--- config.mk ---
export PLATFORM = sky130hd
export DESIGN_NAME = sonyimx_sensor_top
export DESIGN_NICKNAME = d
export VERILOG_FILES = /design/src/rtl/sonyimx_pkg.sv /design/src/rtl/sonyimx_sensor_top.sv /design/src/rtl/lane_serializer.sv /design/src/rtl/sync_code_inserter.sv /design/src/rtl/pixel_pattern_gen.sv /design/src/rtl/sensor_line_timing.sv
export SDC_FILE = /design/constraint.sdc
export NUM_CORES = 1
export LEC_CHECK = 0
export ABC_AREA = 1
export BUFFER_PORTS_ARGS = -buffer_cell sky130_fd_sc_hd__buf_4
export CORE_UTILIZATION = 55
export CTS_CLUSTER_DIAMETER = 30
export CTS_CLUSTER_SIZE = 25
export DETAILED_ROUTE_END_ITERATION = 16
export HOLD_SLACK_MARGIN = 0.08
export PLACE_DENSITY = 0.7
export SLEW_MARGIN = 15
export SYNTH_ARGS = -nofsm -noshare
export SYNTH_HDL_FRONTEND = slang
export SYNTH_SLANG_ARGS = --single-unit
--- constraint.sdc ---
create_clock -name clk -period 5.4 [get_ports clk]
set_clock_uncertainty 0.2 [all_clocks]
set_input_delay 1.62 -clock clk [delete_from_list [all_inputs] [get_ports clk]]
set_output_delay 1.62 -clock clk [all_outputs]
set_load 0.02 [all_outputs]
--- src/rtl/sonyimx_pkg.sv ---
// package: line kind and word phase enums, line control struct, sync code constants, pattern function
`default_nettype none

package sonyimx_pkg;

	// widest word the data ports are sized for
	localparam int MAX_DATA_WIDTH = 16;

	// black level 64 at 10 bits, kept left aligned in a max width word
	localparam logic [MAX_DATA_WIDTH-1:0] OB_LEVEL_FRAC = 16'd64 << (MAX_DATA_WIDTH - 10);
	// idle word sits at black level
	localparam logic [MAX_DATA_WIDTH-1:0] BLANK_WORD = OB_LEVEL_FRAC;

	typedef enum logic [1:0] {
		LK_BLANK  = 2'd0,
		LK_OB     = 2'd1,
		LK_ACTIVE = 2'd2
	} line_kind_e;

	// sav and eav codes are consecutive, so slots can be offset from the first one
	typedef enum logic [3:0] {
		WP_IDLE = 4'd0,
		WP_SAV0 = 4'd1,
		WP_SAV1 = 4'd2,
		WP_SAV2 = 4'd3,
		WP_SAV3 = 4'd4,
		WP_PIX  = 4'd5,
		WP_EAV0 = 4'd6,
		WP_EAV1 = 4'd7,
		WP_EAV2 = 4'd8,
		WP_EAV3 = 4'd9
	} word_phase_e;

	typedef struct packed {
		logic        fval;
		logic        lval;
		line_kind_e  kind;
		word_phase_e phase;
		logic [15:0] pix_idx;
		logic [15:0] line_idx;
	} line_ctrl_t;

	// ----------------------------------------------------------------------
	// fourth sync word: msb set, then V, then H, rest zero
	// ----------------------------------------------------------------------
	function automatic logic [MAX_DATA_WIDTH-1:0] status_word(input int dw, input logic v,
		input logic h);
		logic [MAX_DATA_WIDTH-1:0] w;
		w = '0;
		w[dw-1] = 1'b1;
		w[dw-2] = v;
		w[dw-3] = h;
		return w;
	endfunction

	// ----------------------------------------------------------------------
	// test pattern, clamped away from the all ones and all zero codes
	// ----------------------------------------------------------------------
	function automatic logic [MAX_DATA_WIDTH-1:0] pattern_value(input logic [15:0] line_idx,
		input logic [15:0] pix_idx, input int lane, input int dw);
		logic [31:0] sum;
		logic [31:0] full;
		full = (32'd1 << dw) - 32'd1;
		sum = 32'(line_idx) * 32'd3 + 32'(pix_idx) + 32'(lane);
		// wrap to word width
		sum = sum & full;
		if (sum < 32'd4)
			sum = 32'd4;
		else if (sum > full - 32'd4)
			sum = full - 32'd4;
		return sum[MAX_DATA_WIDTH-1:0];
	endfunction

endpackage

`default_nettype wire
--- src/rtl/sonyimx_sensor_top.sv ---
// module sonyimx_sensor_top: line timing, pattern generator, sync inserter and serializer wired up
`timescale 1ns/100ps
`default_nettype none

module sonyimx_sensor_top #(
	parameter int DATA_WIDTH   = 10,
	parameter int CHANNEL_NUM  = 4,
	parameter int VBLANK_LINE  = 2,
	parameter int OB_LINE      = 2,
	parameter int HBLANK_WORDS = 6
) (
	input  wire                    clk,
	input  wire                    i_reset,
	input  wire                    i_xvs,
	input  wire                    i_xhs,
	input  wire [15:0]             i_width,
	input  wire [15:0]             i_height,
	output wire                    o_clk,
	output wire [CHANNEL_NUM-1:0]  o_data,
	output wire                    o_fval,
	output wire                    o_lval
);
	import sonyimx_pkg::*;

	// pacing strobe for the whole pipeline
	wire                                   word_tick;
	wire line_ctrl_t                       timing_ctrl;
	wire line_ctrl_t                       pix_ctrl;
	wire [CHANNEL_NUM-1:0][DATA_WIDTH-1:0] pix_words;
	wire [CHANNEL_NUM-1:0][DATA_WIDTH-1:0] lane_words;

	// ----------------------------------------------------------------------
	// stage 0, slot counting from the sync pulses
	// ----------------------------------------------------------------------
	sensor_line_timing #(
		.VBLANK_LINE  (VBLANK_LINE),
		.OB_LINE      (OB_LINE),
		.HBLANK_WORDS (HBLANK_WORDS)
	) sensor_line_timing_inst (
		.clk         (clk),
		.i_reset     (i_reset),
		.i_word_tick (word_tick),
		.i_xvs       (i_xvs),
		.i_xhs       (i_xhs),
		.i_width     (i_width),
		.i_height    (i_height),
		.o_ctrl      (timing_ctrl)
	);

	// stage 1, pixel data
	pixel_pattern_gen #(
		.DATA_WIDTH  (DATA_WIDTH),
		.CHANNEL_NUM (CHANNEL_NUM)
	) pixel_pattern_gen_inst (
		.clk         (clk),
		.i_reset     (i_reset),
		.i_word_tick (word_tick),
		.i_ctrl      (timing_ctrl),
		.o_ctrl      (pix_ctrl),
		.o_pix       (pix_words)
	);

	// stage 2, sync codes merged in
	sync_code_inserter #(
		.DATA_WIDTH  (DATA_WIDTH),
		.CHANNEL_NUM (CHANNEL_NUM)
	) sync_code_inserter_inst (
		.clk         (clk),
		.i_reset     (i_reset),
		.i_word_tick (word_tick),
		.i_ctrl      (pix_ctrl),
		.i_pix       (pix_words),
		.o_words     (lane_words),
		.o_fval      (o_fval),
		.o_lval      (o_lval)
	);

	// stage 3, serial lanes
	lane_serializer #(
		.DATA_WIDTH  (DATA_WIDTH),
		.CHANNEL_NUM (CHANNEL_NUM)
	) lane_serializer_inst (
		.clk         (clk),
		.i_reset     (i_reset),
		.i_words     (lane_words),
		.o_word_tick (word_tick),
		.o_clk       (o_clk),
		.o_data      (o_data)
	);

endmodule

`default_nettype wire

--- src/rtl/lane_serializer.sv ---
// module lane_serializer: word tick generation, msb first shift per lane, forwarded word clock
`timescale 1ns/100ps
`default_nettype none

module lane_serializer #(
	parameter int DATA_WIDTH  = 10,
	parameter int CHANNEL_NUM = 4
) (
	input  wire                                    clk,
	input  wire                                    i_reset,
	input  wire [CHANNEL_NUM-1:0][DATA_WIDTH-1:0]  i_words,
	output logic                                   o_word_tick,
	output logic                                   o_clk,
	output logic [CHANNEL_NUM-1:0]                 o_data
);

	localparam int CNT_W = $clog2(DATA_WIDTH);
	// o_clk high for the first HALF bits of each word
	localparam int HALF = DATA_WIDTH / 2;

	logic [CNT_W-1:0]                      bit_cnt;
	logic [CNT_W-1:0]                      n_bit_cnt;
	logic                                  clk_run;
	logic [CHANNEL_NUM-1:0][DATA_WIDTH-1:0] shreg;

	// ----------------------------------------------------------------------
	// bit counter and word tick
	// ----------------------------------------------------------------------
	// tick on the last bit, next word loads on that edge
	assign o_word_tick = (bit_cnt == CNT_W'(DATA_WIDTH - 1));
	assign n_bit_cnt = o_word_tick ? '0 : bit_cnt + 1'b1;

	always_ff @(posedge clk) begin
		if (i_reset) begin
			bit_cnt <= '0;
			clk_run <= 1'b0;
			o_clk <= 1'b0;
		end else begin
			bit_cnt <= n_bit_cnt;
			// word clock gated off until the first tick
			if (o_word_tick)
				clk_run <= 1'b1;
			o_clk <= (clk_run || o_word_tick) && (n_bit_cnt < CNT_W'(HALF));
		end
	end

	// ----------------------------------------------------------------------
	// lane shifters
	// ----------------------------------------------------------------------
	always_ff @(posedge clk) begin
		if (i_reset)
			shreg <= '0;
		else begin
			for (int lane = 0; lane < CHANNEL_NUM; lane++)
				shreg[lane] <= o_word_tick ? i_words[lane] : {shreg[lane][DATA_WIDTH-2:0], 1'b0};
		end
	end

	// msb of each shifter drives the pin
	always_comb begin
		for (int lane = 0; lane < CHANNEL_NUM; lane++)
			o_data[lane] = shreg[lane][DATA_WIDTH-1];
	end

endmodule

`default_nettype wire

--- src/rtl/sync_code_inserter.sv ---
// module sync_code_inserter: per-lane word stream of blank words, sav, pixels and eav, aligned valids
`timescale 1ns/100ps
`default_nettype none

module sync_code_inserter #(
	parameter int DATA_WIDTH  = 10,
	parameter int CHANNEL_NUM = 4
) (
	input  wire                                      clk,
	input  wire                                      i_reset,
	input  wire                                      i_word_tick,
	input  wire sonyimx_pkg::line_ctrl_t             i_ctrl,
	input  wire [CHANNEL_NUM-1:0][DATA_WIDTH-1:0]    i_pix,
	output logic [CHANNEL_NUM-1:0][DATA_WIDTH-1:0]   o_words,
	output logic                                     o_fval,
	output logic                                     o_lval
);
	import sonyimx_pkg::*;

	localparam logic [DATA_WIDTH-1:0] BLANK =
		DATA_WIDTH'(BLANK_WORD >> (MAX_DATA_WIDTH - DATA_WIDTH));

	logic                  v_bit;
	logic                  pix_slot;
	logic [DATA_WIDTH-1:0] code;

	// ----------------------------------------------------------------------
	// code word for the slot, same on every lane
	// ----------------------------------------------------------------------
	always_comb begin
		// V marks blank lines
		v_bit = (i_ctrl.kind == LK_BLANK);
		// pixel slot of an ob or active line takes the lane word
		pix_slot = (i_ctrl.phase == WP_PIX) && !v_bit;
		case (i_ctrl.phase)
			// preamble all ones
			WP_SAV0, WP_EAV0:
				code = '1;
			WP_SAV1, WP_SAV2, WP_EAV1, WP_EAV2:
				code = '0;
			// status word, H low for sav
			WP_SAV3:
				code = DATA_WIDTH'(status_word(DATA_WIDTH, v_bit, 1'b0));
			WP_EAV3:
				code = DATA_WIDTH'(status_word(DATA_WIDTH, v_bit, 1'b1));
			// idle, and the pixel slots of blank lines
			default:
				code = BLANK;
		endcase
	end

	// ----------------------------------------------------------------------
	// output words, blank after reset so the lanes idle cleanly
	// ----------------------------------------------------------------------
	always_ff @(posedge clk) begin
		if (i_reset) begin
			for (int lane = 0; lane < CHANNEL_NUM; lane++)
				o_words[lane] <= BLANK;
		end else if (i_word_tick) begin
			for (int lane = 0; lane < CHANNEL_NUM; lane++)
				o_words[lane] <= pix_slot ? i_pix[lane] : code;
		end
	end

	// valids ride along with the words
	always_ff @(posedge clk) begin
		if (i_reset) begin
			o_fval <= 1'b0;
			o_lval <= 1'b0;
		end else if (i_word_tick) begin
			o_fval <= i_ctrl.fval;
			o_lval <= i_ctrl.lval;
		end
	end

endmodule

`default_nettype wire

--- src/rtl/pixel_pattern_gen.sv ---
// module pixel_pattern_gen: per-lane pixel words for active and ob lines, delayed line control
`timescale 1ns/100ps
`default_nettype none

module pixel_pattern_gen #(
	parameter int DATA_WIDTH  = 10,
	parameter int CHANNEL_NUM = 4
) (
	input  wire                                      clk,
	input  wire                                      i_reset,
	input  wire                                      i_word_tick,
	input  wire sonyimx_pkg::line_ctrl_t             i_ctrl,
	output sonyimx_pkg::line_ctrl_t                  o_ctrl,
	output logic [CHANNEL_NUM-1:0][DATA_WIDTH-1:0]   o_pix
);
	import sonyimx_pkg::*;

	// black level at this word width
	localparam logic [DATA_WIDTH-1:0] OB_WORD =
		DATA_WIDTH'(OB_LEVEL_FRAC >> (MAX_DATA_WIDTH - DATA_WIDTH));

	// ----------------------------------------------------------------------
	// control delayed one tick to stay with the pixels
	// ----------------------------------------------------------------------
	always_ff @(posedge clk) begin
		if (i_reset)
			o_ctrl <= '{fval: 1'b0, lval: 1'b0, kind: LK_BLANK, phase: WP_IDLE,
				pix_idx: 16'd0, line_idx: 16'd0};
		else if (i_word_tick)
			o_ctrl <= i_ctrl;
	end

	// ----------------------------------------------------------------------
	// pixel words
	// ----------------------------------------------------------------------
	always_ff @(posedge clk) begin
		if (i_word_tick) begin
			for (int lane = 0; lane < CHANNEL_NUM; lane++) begin
				// active pixels carry the ramp, lanes offset by one
				if (i_ctrl.phase == WP_PIX && i_ctrl.kind == LK_ACTIVE)
					o_pix[lane] <= DATA_WIDTH'(pattern_value(i_ctrl.line_idx, i_ctrl.pix_idx,
						lane, DATA_WIDTH));
				// ob lines and everything else sit at black
				else
					o_pix[lane] <= OB_WORD;
			end
		end
	end

endmodule

`default_nettype wire

--- src/rtl/sensor_line_timing.sv ---
// module sensor_line_timing: xvs/xhs sync handling, line and word counters, line control output
`timescale 1ns/100ps
`default_nettype none

module sensor_line_timing #(
	parameter int VBLANK_LINE  = 2,
	parameter int OB_LINE      = 2,
	parameter int HBLANK_WORDS = 6
) (
	input  wire                     clk,
	input  wire                     i_reset,
	input  wire                     i_word_tick,
	input  wire                     i_xvs,
	input  wire                     i_xhs,
	input  wire [15:0]              i_width,
	input  wire [15:0]              i_height,
	output sonyimx_pkg::line_ctrl_t o_ctrl
);
	import sonyimx_pkg::*;

	// word slots within a line, 17 bits so width plus overhead fits
	localparam logic [16:0] SAV_AT = 17'(HBLANK_WORDS);
	localparam logic [16:0] PIX_AT = 17'(HBLANK_WORDS + 4);
	// line numbers after xvs
	localparam logic [16:0] OB_AT  = 17'(VBLANK_LINE);
	localparam logic [16:0] ACT_AT = 17'(VBLANK_LINE + OB_LINE);

	logic        pend_xvs;
	logic        pend_xhs;
	logic        in_line;
	logic [16:0] wcnt;
	logic [15:0] width_q;
	logic [15:0] cur_line;
	logic [15:0] next_line;
	logic        frame_on;

	logic        line_done;
	logic        take_xvs;
	logic        take_xhs;
	logic        last_active;
	logic        n_frame_on;
	logic        n_in_line;
	logic [16:0] n_wcnt;
	logic [15:0] n_width;
	logic [15:0] n_line;
	logic [15:0] n_next;
	logic [16:0] n_eav_at;
	line_ctrl_t  n_ctrl;

	// ----------------------------------------------------------------------
	// next slot
	// ----------------------------------------------------------------------
	always_comb begin
		// idle, or sitting on the last eav word
		line_done = !in_line || (wcnt == PIX_AT + {1'b0, width_q} + 17'd3);
		// syncs only act at a line boundary, mid line they wait
		take_xhs = line_done && pend_xhs;
		take_xvs = line_done && pend_xvs;
		n_frame_on = frame_on || take_xvs;
		n_in_line = in_line && !line_done;
		n_wcnt = line_done ? 17'd0 : wcnt + 17'd1;
		n_width = width_q;
		n_line = cur_line;
		n_next = take_xvs ? 16'd0 : next_line;
		if (take_xhs) begin
			n_in_line = 1'b1;
			n_width = i_width;
			n_line = n_next;
			// saturate on long runs without xvs
			if (n_next != 16'hffff)
				n_next = n_next + 16'd1;
		end
	end

	// ----------------------------------------------------------------------
	// decode of the next slot into the control word
	// ----------------------------------------------------------------------
	always_comb begin
		n_eav_at = PIX_AT + {1'b0, n_width};
		n_ctrl.phase = WP_IDLE;
		if (n_in_line) begin
			if (n_wcnt < SAV_AT)
				n_ctrl.phase = WP_IDLE;
			else if (n_wcnt < PIX_AT)
				n_ctrl.phase = word_phase_e'(4'(WP_SAV0) + 4'(n_wcnt - SAV_AT));
			else if (n_wcnt < n_eav_at)
				n_ctrl.phase = WP_PIX;
			else if (n_wcnt < n_eav_at + 17'd4)
				n_ctrl.phase = word_phase_e'(4'(WP_EAV0) + 4'(n_wcnt - n_eav_at));
		end

		// kind is fixed when the line starts
		n_ctrl.kind = o_ctrl.kind;
		if (take_xhs) begin
			if (!n_frame_on || {1'b0, n_line} < OB_AT)
				n_ctrl.kind = LK_BLANK;
			else if ({1'b0, n_line} < ACT_AT)
				n_ctrl.kind = LK_OB;
			else if ({1'b0, n_line} < ACT_AT + {1'b0, i_height})
				n_ctrl.kind = LK_ACTIVE;
			else
				n_ctrl.kind = LK_BLANK;
		end

		n_ctrl.pix_idx = (n_ctrl.phase == WP_PIX) ? 16'(n_wcnt - PIX_AT) : 16'd0;
		n_ctrl.line_idx = (n_ctrl.kind == LK_ACTIVE) ? n_line - ACT_AT[15:0] : 16'd0;
		// lval only on real pixels of ob and active lines
		n_ctrl.lval = (n_ctrl.phase == WP_PIX) && (n_ctrl.kind != LK_BLANK);

		// fval from sav0 of line 0 through eav3 of the last active line
		last_active = (o_ctrl.kind == LK_ACTIVE) &&
			({1'b0, cur_line} == ACT_AT + {1'b0, i_height} - 17'd1);
		n_ctrl.fval = o_ctrl.fval;
		if (take_xvs)
			n_ctrl.fval = 1'b0;
		if (o_ctrl.phase == WP_EAV3 && last_active)
			n_ctrl.fval = 1'b0;
		if (n_ctrl.phase == WP_SAV0 && n_frame_on && n_line == 16'd0)
			n_ctrl.fval = 1'b1;
	end

	// pending syncs, a new pulse wins over the clear
	always_ff @(posedge clk) begin
		if (i_reset) begin
			pend_xvs <= 1'b0;
			pend_xhs <= 1'b0;
		end else begin
			if (i_xvs)
				pend_xvs <= 1'b1;
			else if (i_word_tick && take_xvs)
				pend_xvs <= 1'b0;
			if (i_xhs)
				pend_xhs <= 1'b1;
			else if (i_word_tick && take_xhs)
				pend_xhs <= 1'b0;
		end
	end

	// counters and control register move one slot per word tick
	always_ff @(posedge clk) begin
		if (i_reset) begin
			in_line <= 1'b0;
			wcnt <= '0;
			width_q <= '0;
			cur_line <= '0;
			next_line <= '0;
			frame_on <= 1'b0;
			o_ctrl <= '{fval: 1'b0, lval: 1'b0, kind: LK_BLANK, phase: WP_IDLE,
				pix_idx: 16'd0, line_idx: 16'd0};
		end else if (i_word_tick) begin
			in_line <= n_in_line;
			wcnt <= n_wcnt;
			width_q <= n_width;
			cur_line <= n_line;
			next_line <= n_next;
			frame_on <= n_frame_on;
			o_ctrl <= n_ctrl;
		end
	end

endmodule

`default_nettype wire

==> metrics.md, run 1 <==
| Metric | Value |
|---|---|
| Status | finished clean |
| Core ar. | 0.0261 mm^2 |
| Fin Setup TNS | 0 ns |
| Post-synthesis xor/xnor area fraction | approximately 6.1% |
| Leak | 8.21 nW |
| Clk sinks | 233 |
| # diodes | 0 |
| Setup Crit Path Kind | reg -> reg |
| Hold Path Cell Cnt | 2 |
| Yosys warns | 0 |
| Mux cell area share after synthesis | less than 1% |
| Largest net degree at the start of global routing | 231 |
| Cell Area, Synth | 0.0146 mm^2 |
| Fin. Hold Viols | 0 |
| Compound-Gate Fraction of Synth Area | 14.7% |
| Drt pass-1 iters | 5 |
| Via density | ~5.5 |
| Die W | 165 um |
| Final setup vio count | 0 |
| Sequential area share after synthesis | 34.8% |
| CTS clk-pin slew, worst paths | 0.05 ns |
| First-pass GRT wire length | 60000 um |
| Max cap viols | 0 |
| PwrDens | 304 mW/mm^2 |
| Chip height | 165 um |
| Ys flop type | dfxtp_1 |
| Type of element capturing the critical path | register |
| Num CTS Buffers | 55 |
| Top-area cell type share of the netlist area | 26.5% |
| Final net count | 2279 |
| Layout cell share with drive strength beyond 1 | about 16% |
| RSZ-0062 raised after global routing | yes |
| CTS tree | built |
| Total Power | 5.44 mW |
| Vias in the first global route | around 13000 |
| Most used cell, CP | nand2_1 |
| Top Ports | 43 |
| Total die area | 0.0272 mm^2 |
| Synth area leaders | dfxtp_1 27%, nand2_1 9.3%, edfxtp_1 8.2% |
| Largest family of logic cells by synthesized area | simple AND/OR/NAND/NOR gates |
| Fin crit period | 5.31 ns |
| Critical-path top delay cell | dfxtp_4 |
| Most common library cells after synthesis | 362 x nand2_1, 274 x inv_1, 264 x nor2_1 |
| Crit start category | register |
| Fillcell total | about 2100 |
| Finished Layout Cells | about 2500 |
| Max Clk Rate | ~0.19 GHz |
| Vias | 13800 |
| Cells after DPL | 2412 |
| Max-slew violations | 0 |
| Slew @ Worst Pin | 1.18 ns |
| DR iter-0 viols | 979 |
| GP Congestion | 0.944 |
| HPWL Detailed | 25500 um |
| Antenna violations before repair | 0 |
| #FFs+latches synth | roughly 230 |
| Synth Area in Adders | ~8.1% |
| Synth Net Count | 2179 |
| Post-synth cell types | 54 |
| Hold_buf cts | 0 |
| Root buffer cell | clkbuf_16 |
| CP peak stage delay | 0.37 ns |
| Critical Path RT | between 5 and 6 ns |
| Cell taking the most area after synthesis | dfxtp_1 |
| Hold WS | 0.244 ns |
| DR WL/cell | 14.8 um |
| Crit Path Max Fanout | 6 |
| Final period util | between 90% and 100% |
| Initial Util | 55.9% |
| FF-to-FF path depth | 42 |
| Syn_area_per_cell | between 7 and 8 um^2 |
| Number of cell rows | 59 |
| Maximum vdd drop | 0.000260 V |
| Remaining Overflow, GRT | 0 |
| Number of nets with antenna violations after routing | 0 |
| DRC | 0 |
| H-tree Lvls | 2 |
| Dominant cell by count in the synthesized netlist | nand2_1 |
| CP arrival | 5.59 ns |
| Clock tree buffer depth | 3 |
| Gate Count Post-Synth | 2055 |
| Synth async-reset ratio | 0% |
| Hold Path Class | reg -> reg |
| Area growth syn-to-layout | 23.0% |
| Insertion delay to the later sink of the worst-skew pair | 0.56 ns |
| Final wirelength | about 37000 um |
| Post-synth EDFFs | 40 |
| Post-Synth Simple-Gate Area | 26.6% |
| Slew HR | 21.2% |
| Number of port buffers | between 40 and 50 |
| Total GRT Usage | 27.4% |
kinds of logic after synthesis:
logic type,count (synthesis)
flip-flops,233
buffers and inverters,362
XOR/XNOR,101
adder cells (fa/ha/maj),88
multiplexers,1
AND/OR/NAND/NOR,889
AO/OA/AOI/OAI,381
sequential cells by signal (all words and copies together), names as in the netlist:
name and count:
pixel_pattern_gen_inst.o_pix 40, sync_code_inserter_inst.o_words 40, lane_serializer_inst.shreg 36, sensor_line_timing_inst.o_ctrl 28, sensor_line_timing_inst.wcnt 17, sensor_line_timing_inst.cur_line 16
sensor_line_timing_inst.next_line 16, sensor_line_timing_inst.width_q 16, pixel_pattern_gen_inst.o_ctrl 8, lane_serializer_inst.bit_cnt 4, lane_serializer_inst.o_data 4, lane_serializer_inst.clk_run 1
lane_serializer_inst.o_clk 1, sensor_line_timing_inst.frame_on 1, sensor_line_timing_inst.in_line 1, sensor_line_timing_inst.pend_xhs 1, sensor_line_timing_inst.pend_xvs 1, sync_code_inserter_inst.o_fval 1
sync_code_inserter_inst.o_lval 1
stage by stage:
step | cell area (um^2) | setup slack, ns | utilization (%)
after floorplan | 14600 | 0.385 | -
after global placement | 15400 | 0.0194 | 59.2
after detailed placement | 15400 | -0.137 | 59.2
after CTS | 17400 | 0.0143 | 66.6
after global routing | 17900 | -0.242 | 68.8
final | 17900 | 0.0930 | 68.8
worst max-delay path: cells and delay by family (launching register included):
| kind | cells | cell delay [ns] |
|---|---|---|
| buffers and inverters | 3 | 0.28 |
| and+or+nand+nor | 29 | 2.94 |
| adders and majority gates | 2 | 0.42 |
| DFF | 1 | 0.37 |
| AOI/OAI and AO/OA | 7 | 0.88 |
| xor gates and xnor gates | 1 | 0.16 |
area by class of cell:
class | count | area [um^2] | area share (%)
sequential | 233 | 5080 | 28.3
inverter | 284 | 1070 | 5.99
timing repair buffer | 120 | 977 | 5.45
clock inverter | 42 | 478 | 2.67
multi-input combinational | 1461 | 8470 | 47.3
clock buffer | 61 | 1430 | 7.97
tap | 335 | 419 | 2.34
cells in the final DEF, fill, tap and decap left out, types with 11 or more instances in the layout:
master	Yosys	final
nand2_1	362	338
inv_1	274	263
nor2_1	264	257
dfxtp_1	193	184
o21ai_0	148	146
a21oi_1	142	133
buf_4	9	109
nand3_1	111	103
ha_1	78	75
xor2_1	72	68
clkbuf_16	0	56
nand4_1	41	41
edfxtp_1	40	40
nor3_1	42	39
o211ai_1	38	38
nand2_2	15	32
xnor2_1	29	29
inv_2	5	14
nor2_2	10	13
inv_6	0	13
nor2_4	6	11
clkinv_2	1	11
where the power goes:
| part | leakage (nW) | switching (mW) | internal [mW] | total, mW |
|---|---|---|---|---|
| registers | 1.97 | 0.00667 | 1.77 | 1.78 |
| clock network | 0.930 | 1.10 | 2.26 | 3.36 |
| logic | 5.30 | 0.187 | 0.121 | 0.308 |
| total | 8.21 | 1.29 | 4.15 | 5.44 |
timing repair:
action	CTS	global route
setup buffers	0	19
gates resized for setup	4	110
setup endpoints to repair	13	16
cloned	0	2
pin swaps	1	70
per-layer routing:
layer	routed length, um	track usage [%]
met3	2420	3.94
met2	17200	44.5
met5	0	0
met1	17100	37.0
met4	784	9.34
path summary, 6_finish.rpt:
path	from	end	slack (ns)
worst max-delay path	sensor_line_timing_inst.width_q[0]	sensor_line_timing_inst.o_ctrl[24]	0.09
worst min-delay path	sync_code_inserter_inst.o_words[20]	lane_serializer_inst.shreg[20]	0.24
worst max register to register	sensor_line_timing_inst.width_q[0]	sensor_line_timing_inst.o_ctrl[24]	0.09
worst min register to register	sync_code_inserter_inst.o_words[20]	lane_serializer_inst.shreg[20]	0.24
Note: power is estimated with default switching activity, not from simulation.
==> inputs of run 2 (changes only) <==
--- a/config.mk
+++ b/config.mk
@@ -16,4 +16,5 @@
 export SLEW_MARGIN = 15
 export SYNTH_ARGS = -nofsm -noshare
 export SYNTH_HDL_FRONTEND = slang
+export SYNTH_HIERARCHICAL = 1
 export SYNTH_SLANG_ARGS = --single-unit
==> constraint.sdc (replaced) <==
create_clock -name clk -period 6.8 [get_ports clk]
set_clock_uncertainty 0.2 [all_clocks]
set_input_delay 2.04 -clock clk [delete_from_list [all_inputs] [get_ports clk]]
set_output_delay 2.04 -clock clk [all_outputs]
set_load 0.02 [all_outputs]
==> run 2 against run 1 <==
Net effect: total power shrank 23%; core utilization shrank 4.6 points; critical endpoint is now sensor_line_timing_inst/o_ctrl[21]; cell count grew 5.4%; register-to-register slack gained 0.43 ns; non-clock buffer count shrank 66; area after synthesis grew 7.6%; maximum frequency shrank 15%; clock power shrank 24%; critical path type unchanged; worst setup slack gained 0.43 ns.
==> metrics.md, run 2 <==
| Metric | Value |
|---|---|
| Status | finished clean |
| Worst r2r src | sensor_line_timing_inst/width_q[0] |
| Remaining Overflow, GRT | 0 (unchanged) |
| Setup Crit Path Kind | reg -> reg |
| Maximum vdd drop | 0.000268 V (+3.2%) |
| Clk sinks | 233 (unchanged) |
| Top Ports | 43 (unchanged) |
| CTS clk-pin slew, worst paths | 0.04 ns (about the same) |
| Number of nets with antenna violations after routing | 0 (unchanged) |
| Slew @ Worst Pin | 0.998 ns (-0.185 ns) |
| H-tree Lvls | 2 (unchanged) |
| Number of port buffers | 42 (unchanged) |
| Insertion delay to the later sink of the worst-skew pair | 0.55 ns (about the same) |
| Vias in the first global route | 13400 (+5.5%) |
| Die W | 171 um (+3.7%) |
| CTS tree | built |
| Synth Net Count | 2352 (+7.9%) |
| Antenna violations before repair | 0 (unchanged) |
| Max Clk Rate | 0.159 GHz (-15%) |
| First-pass GRT wire length | 65500 um (+9.1%) |
| Fin area | 0.0179 mm^2 (about the same) |
| Cells after DPL | 2572 (+6.6%) |
| Most frequent cells in the layout | 472 x nand2_1, 275 x nor2_1, 253 x inv_1, 192 x dfxtp_1, 147 x a21oi_1 |
| Drt pass-1 iters | 5 (unchanged) |
| Critical-path top delay cell | dfxtp_1 |
| Initial Util | 56.1% (+0.22 points) |
| DR WL/cell | 14.9 um (+1.3%) |
| Area growth syn-to-layout | 14.4% |
| CP arrival | 6.55 ns (+0.96 ns) |
| Slew HR | 33.4% (+12 points) |
| Setup ws final | 0.520 ns (+0.427 ns) |
| Max cap viols | 0 (unchanged) |
| Worst Setup SP | sensor_line_timing_inst/width_q[0] |
| Total GRT Usage | 27.8% (+0.40 points) |
| Chip height | 171 um (+3.7%) |
| R2R setup slack | 0.52 ns (+0.43 ns) |
| Critical path endpoint | sensor_line_timing_inst/o_ctrl[21] |
| Cell Area, Synth | 0.0157 mm^2 (+7.6%) |
| Final setup vio count | 0 (unchanged) |
| DR iter-0 viols | 927 (-5.3%) |
| Largest net degree at the start of global routing | 78 (-66%) |
| Root buffer cell | clkbuf_16 |
| PwrDens | 233 mW/mm^2 (-23%) |
| Clock tree buffer depth | 3 (unchanged) |
| Final net count | 2378 (+4.3%) |
| # diodes | 0 (unchanged) |
| Core ar. | 0.0279 mm^2 (+7.2%) |
| Gate Count Post-Synth | 2227 (+8.4%) |
| Syn_area_per_cell | 7.04 um^2 (-0.69%) |
| Type of element capturing the critical path | register |
| Yosys warns | 6 (+6) |
| Hold Path Class | reg -> reg |
| Total die area | 0.0292 mm^2 (+7.5%) |
| Crit Path Max Fanout | 30 (+24) |
| Layout cell share with drive strength beyond 1 | 14.6% (-1.9 points) |
| DRC | 0 (unchanged) |
| Fin. Hold Viols | 0 (unchanged) |
| Crit start category | register |
| CP peak stage delay | 0.39 ns (+0.02 ns) |
| Total Power | 4.18 mW (-23%) |
| Post-DP Area | 0.0161 mm^2 (+4.0%) |
| Critical Path RT | 7.07 ns (+1.39 ns) |
| HPWL Detailed | 29300 um (+15%) |
| Leak | 7.84 nW (-4.5%) |
| Number of cell rows | 61 (+3.4%) |
| Reg2Reg Capture Point | sensor_line_timing_inst/o_ctrl[21] |
| Most common cell after layout, fill and taps aside | nand2_1 |
| FF-to-FF path depth | 40 (-4.8%) |
| Final period util | 92.4% (-5.9 points) |
| Fin Setup TNS | 0 ns (unchanged) |
| Place WS | 0.463 ns (+0.600 ns) |
| Most used cell, CP | nand2_1 |
| Max-slew violations | 0 (unchanged) |
| Via density | 5.33 (-2.2%) |
| Num CTS Buffers | 56 (+1.8%) |
| Vias | 14300 (+3.2%) |
| Final wirelength | 40000 um (+6.8%) |
| Finished Layout Cells | 2674 (+5.4%) |
| Fin crit period | 6.28 ns (+0.973 ns) |
| Top flop regs | pixel_pattern_gen_inst/o_pix x40, sync_code_inserter_inst/o_words x40, lane_serializer_inst/shreg x36 |
| GP Congestion | 0.935 (-1.0%) |
==> run 2: cell type report <==
| class | instances | area, um^2 |
|---|---|---|
| Timing Repair Buffer | 54 | 418 |
| Clock inverter | 23 | 220 |
| Fill cell | 2536 | 10000 |
| Inverter | 294 | 1110 |
| Tap cell | 378 | 473 |
| Clock buffer | 78 | 1630 |
| Multi-Input combinational cell | 1614 | 9020 |
| Sequential cell | 233 | 5070 |
==> run 2: per-stage QoR <==
step                hold WS [ns]  utilization (%)
finish                     0.224             64.2
global route               0.241             64.2
CTS                        0.220             64.1
detailed placement         0.214             57.5
global placement           0.213             57.5
floorplan                  0.205                -
==> run 2: worst min path at each step <==
stage	from	endpoint	cells after the start
floorplan	sync_code_inserter_inst/o_words[0]	lane_serializer_inst/shreg[0]	2
global placement	sync_code_inserter_inst/o_words[0]	lane_serializer_inst/shreg[0]	2
detailed placement	sync_code_inserter_inst/o_words[20]	lane_serializer_inst/shreg[20]	2
CTS	sync_code_inserter_inst/o_words[20]	lane_serializer_inst/shreg[20]	2
global route	sync_code_inserter_inst/o_words[20]	lane_serializer_inst/shreg[20]	2
finish	sync_code_inserter_inst/o_words[20]	lane_serializer_inst/shreg[20]	2
==> run 2: worst max-delay path, delay by kind of cell (launching register included) <==
kind / cells / cell delay (ns)
AO/OA/AOI/OAI: 6 / 1.12
buffers and inverters: 4 / 0.27
flip-flops: 1 / 0.39
XOR/XNOR: 1 / 0.23
AND/OR/NAND/NOR: 26 / 3.26
adder cells (fa/ha/maj): 3 / 0.70
==> run 2: repair_timing <==
item                                    4_1_cts  5_1_grt
setup buffers                                 0        1
resized for setup                             0        2
endpoints found under the setup margin        0       12
hold buffers                                  0        0
==> run 2: layer usage <==
| metal | wire (um) | share of wire, % | track usage [%] | vias up |
|---|---|---|---|---|
| li1 | - | - | - | 7272 |
| met1 | 17800 | 45 | 34.9 | 6542 |
| met2 | 18900 | 47 | 48.1 | 374 |
| met3 | 2140 | 5.3 | 4.49 | 76 |
| met4 | 1080 | 2.7 | 9.74 | 0 |
| met5 | 0 | 0 | 0 | - |
==> run 2: power breakdown <==
group / internal, mW / total [mW] / switching (mW)
clock network: 1.76 / 2.55 / 0.787
logic: 0.0775 / 0.223 / 0.146
registers: 1.41 / 1.41 / 0.00543
total: 3.25 / 4.18 / 0.938
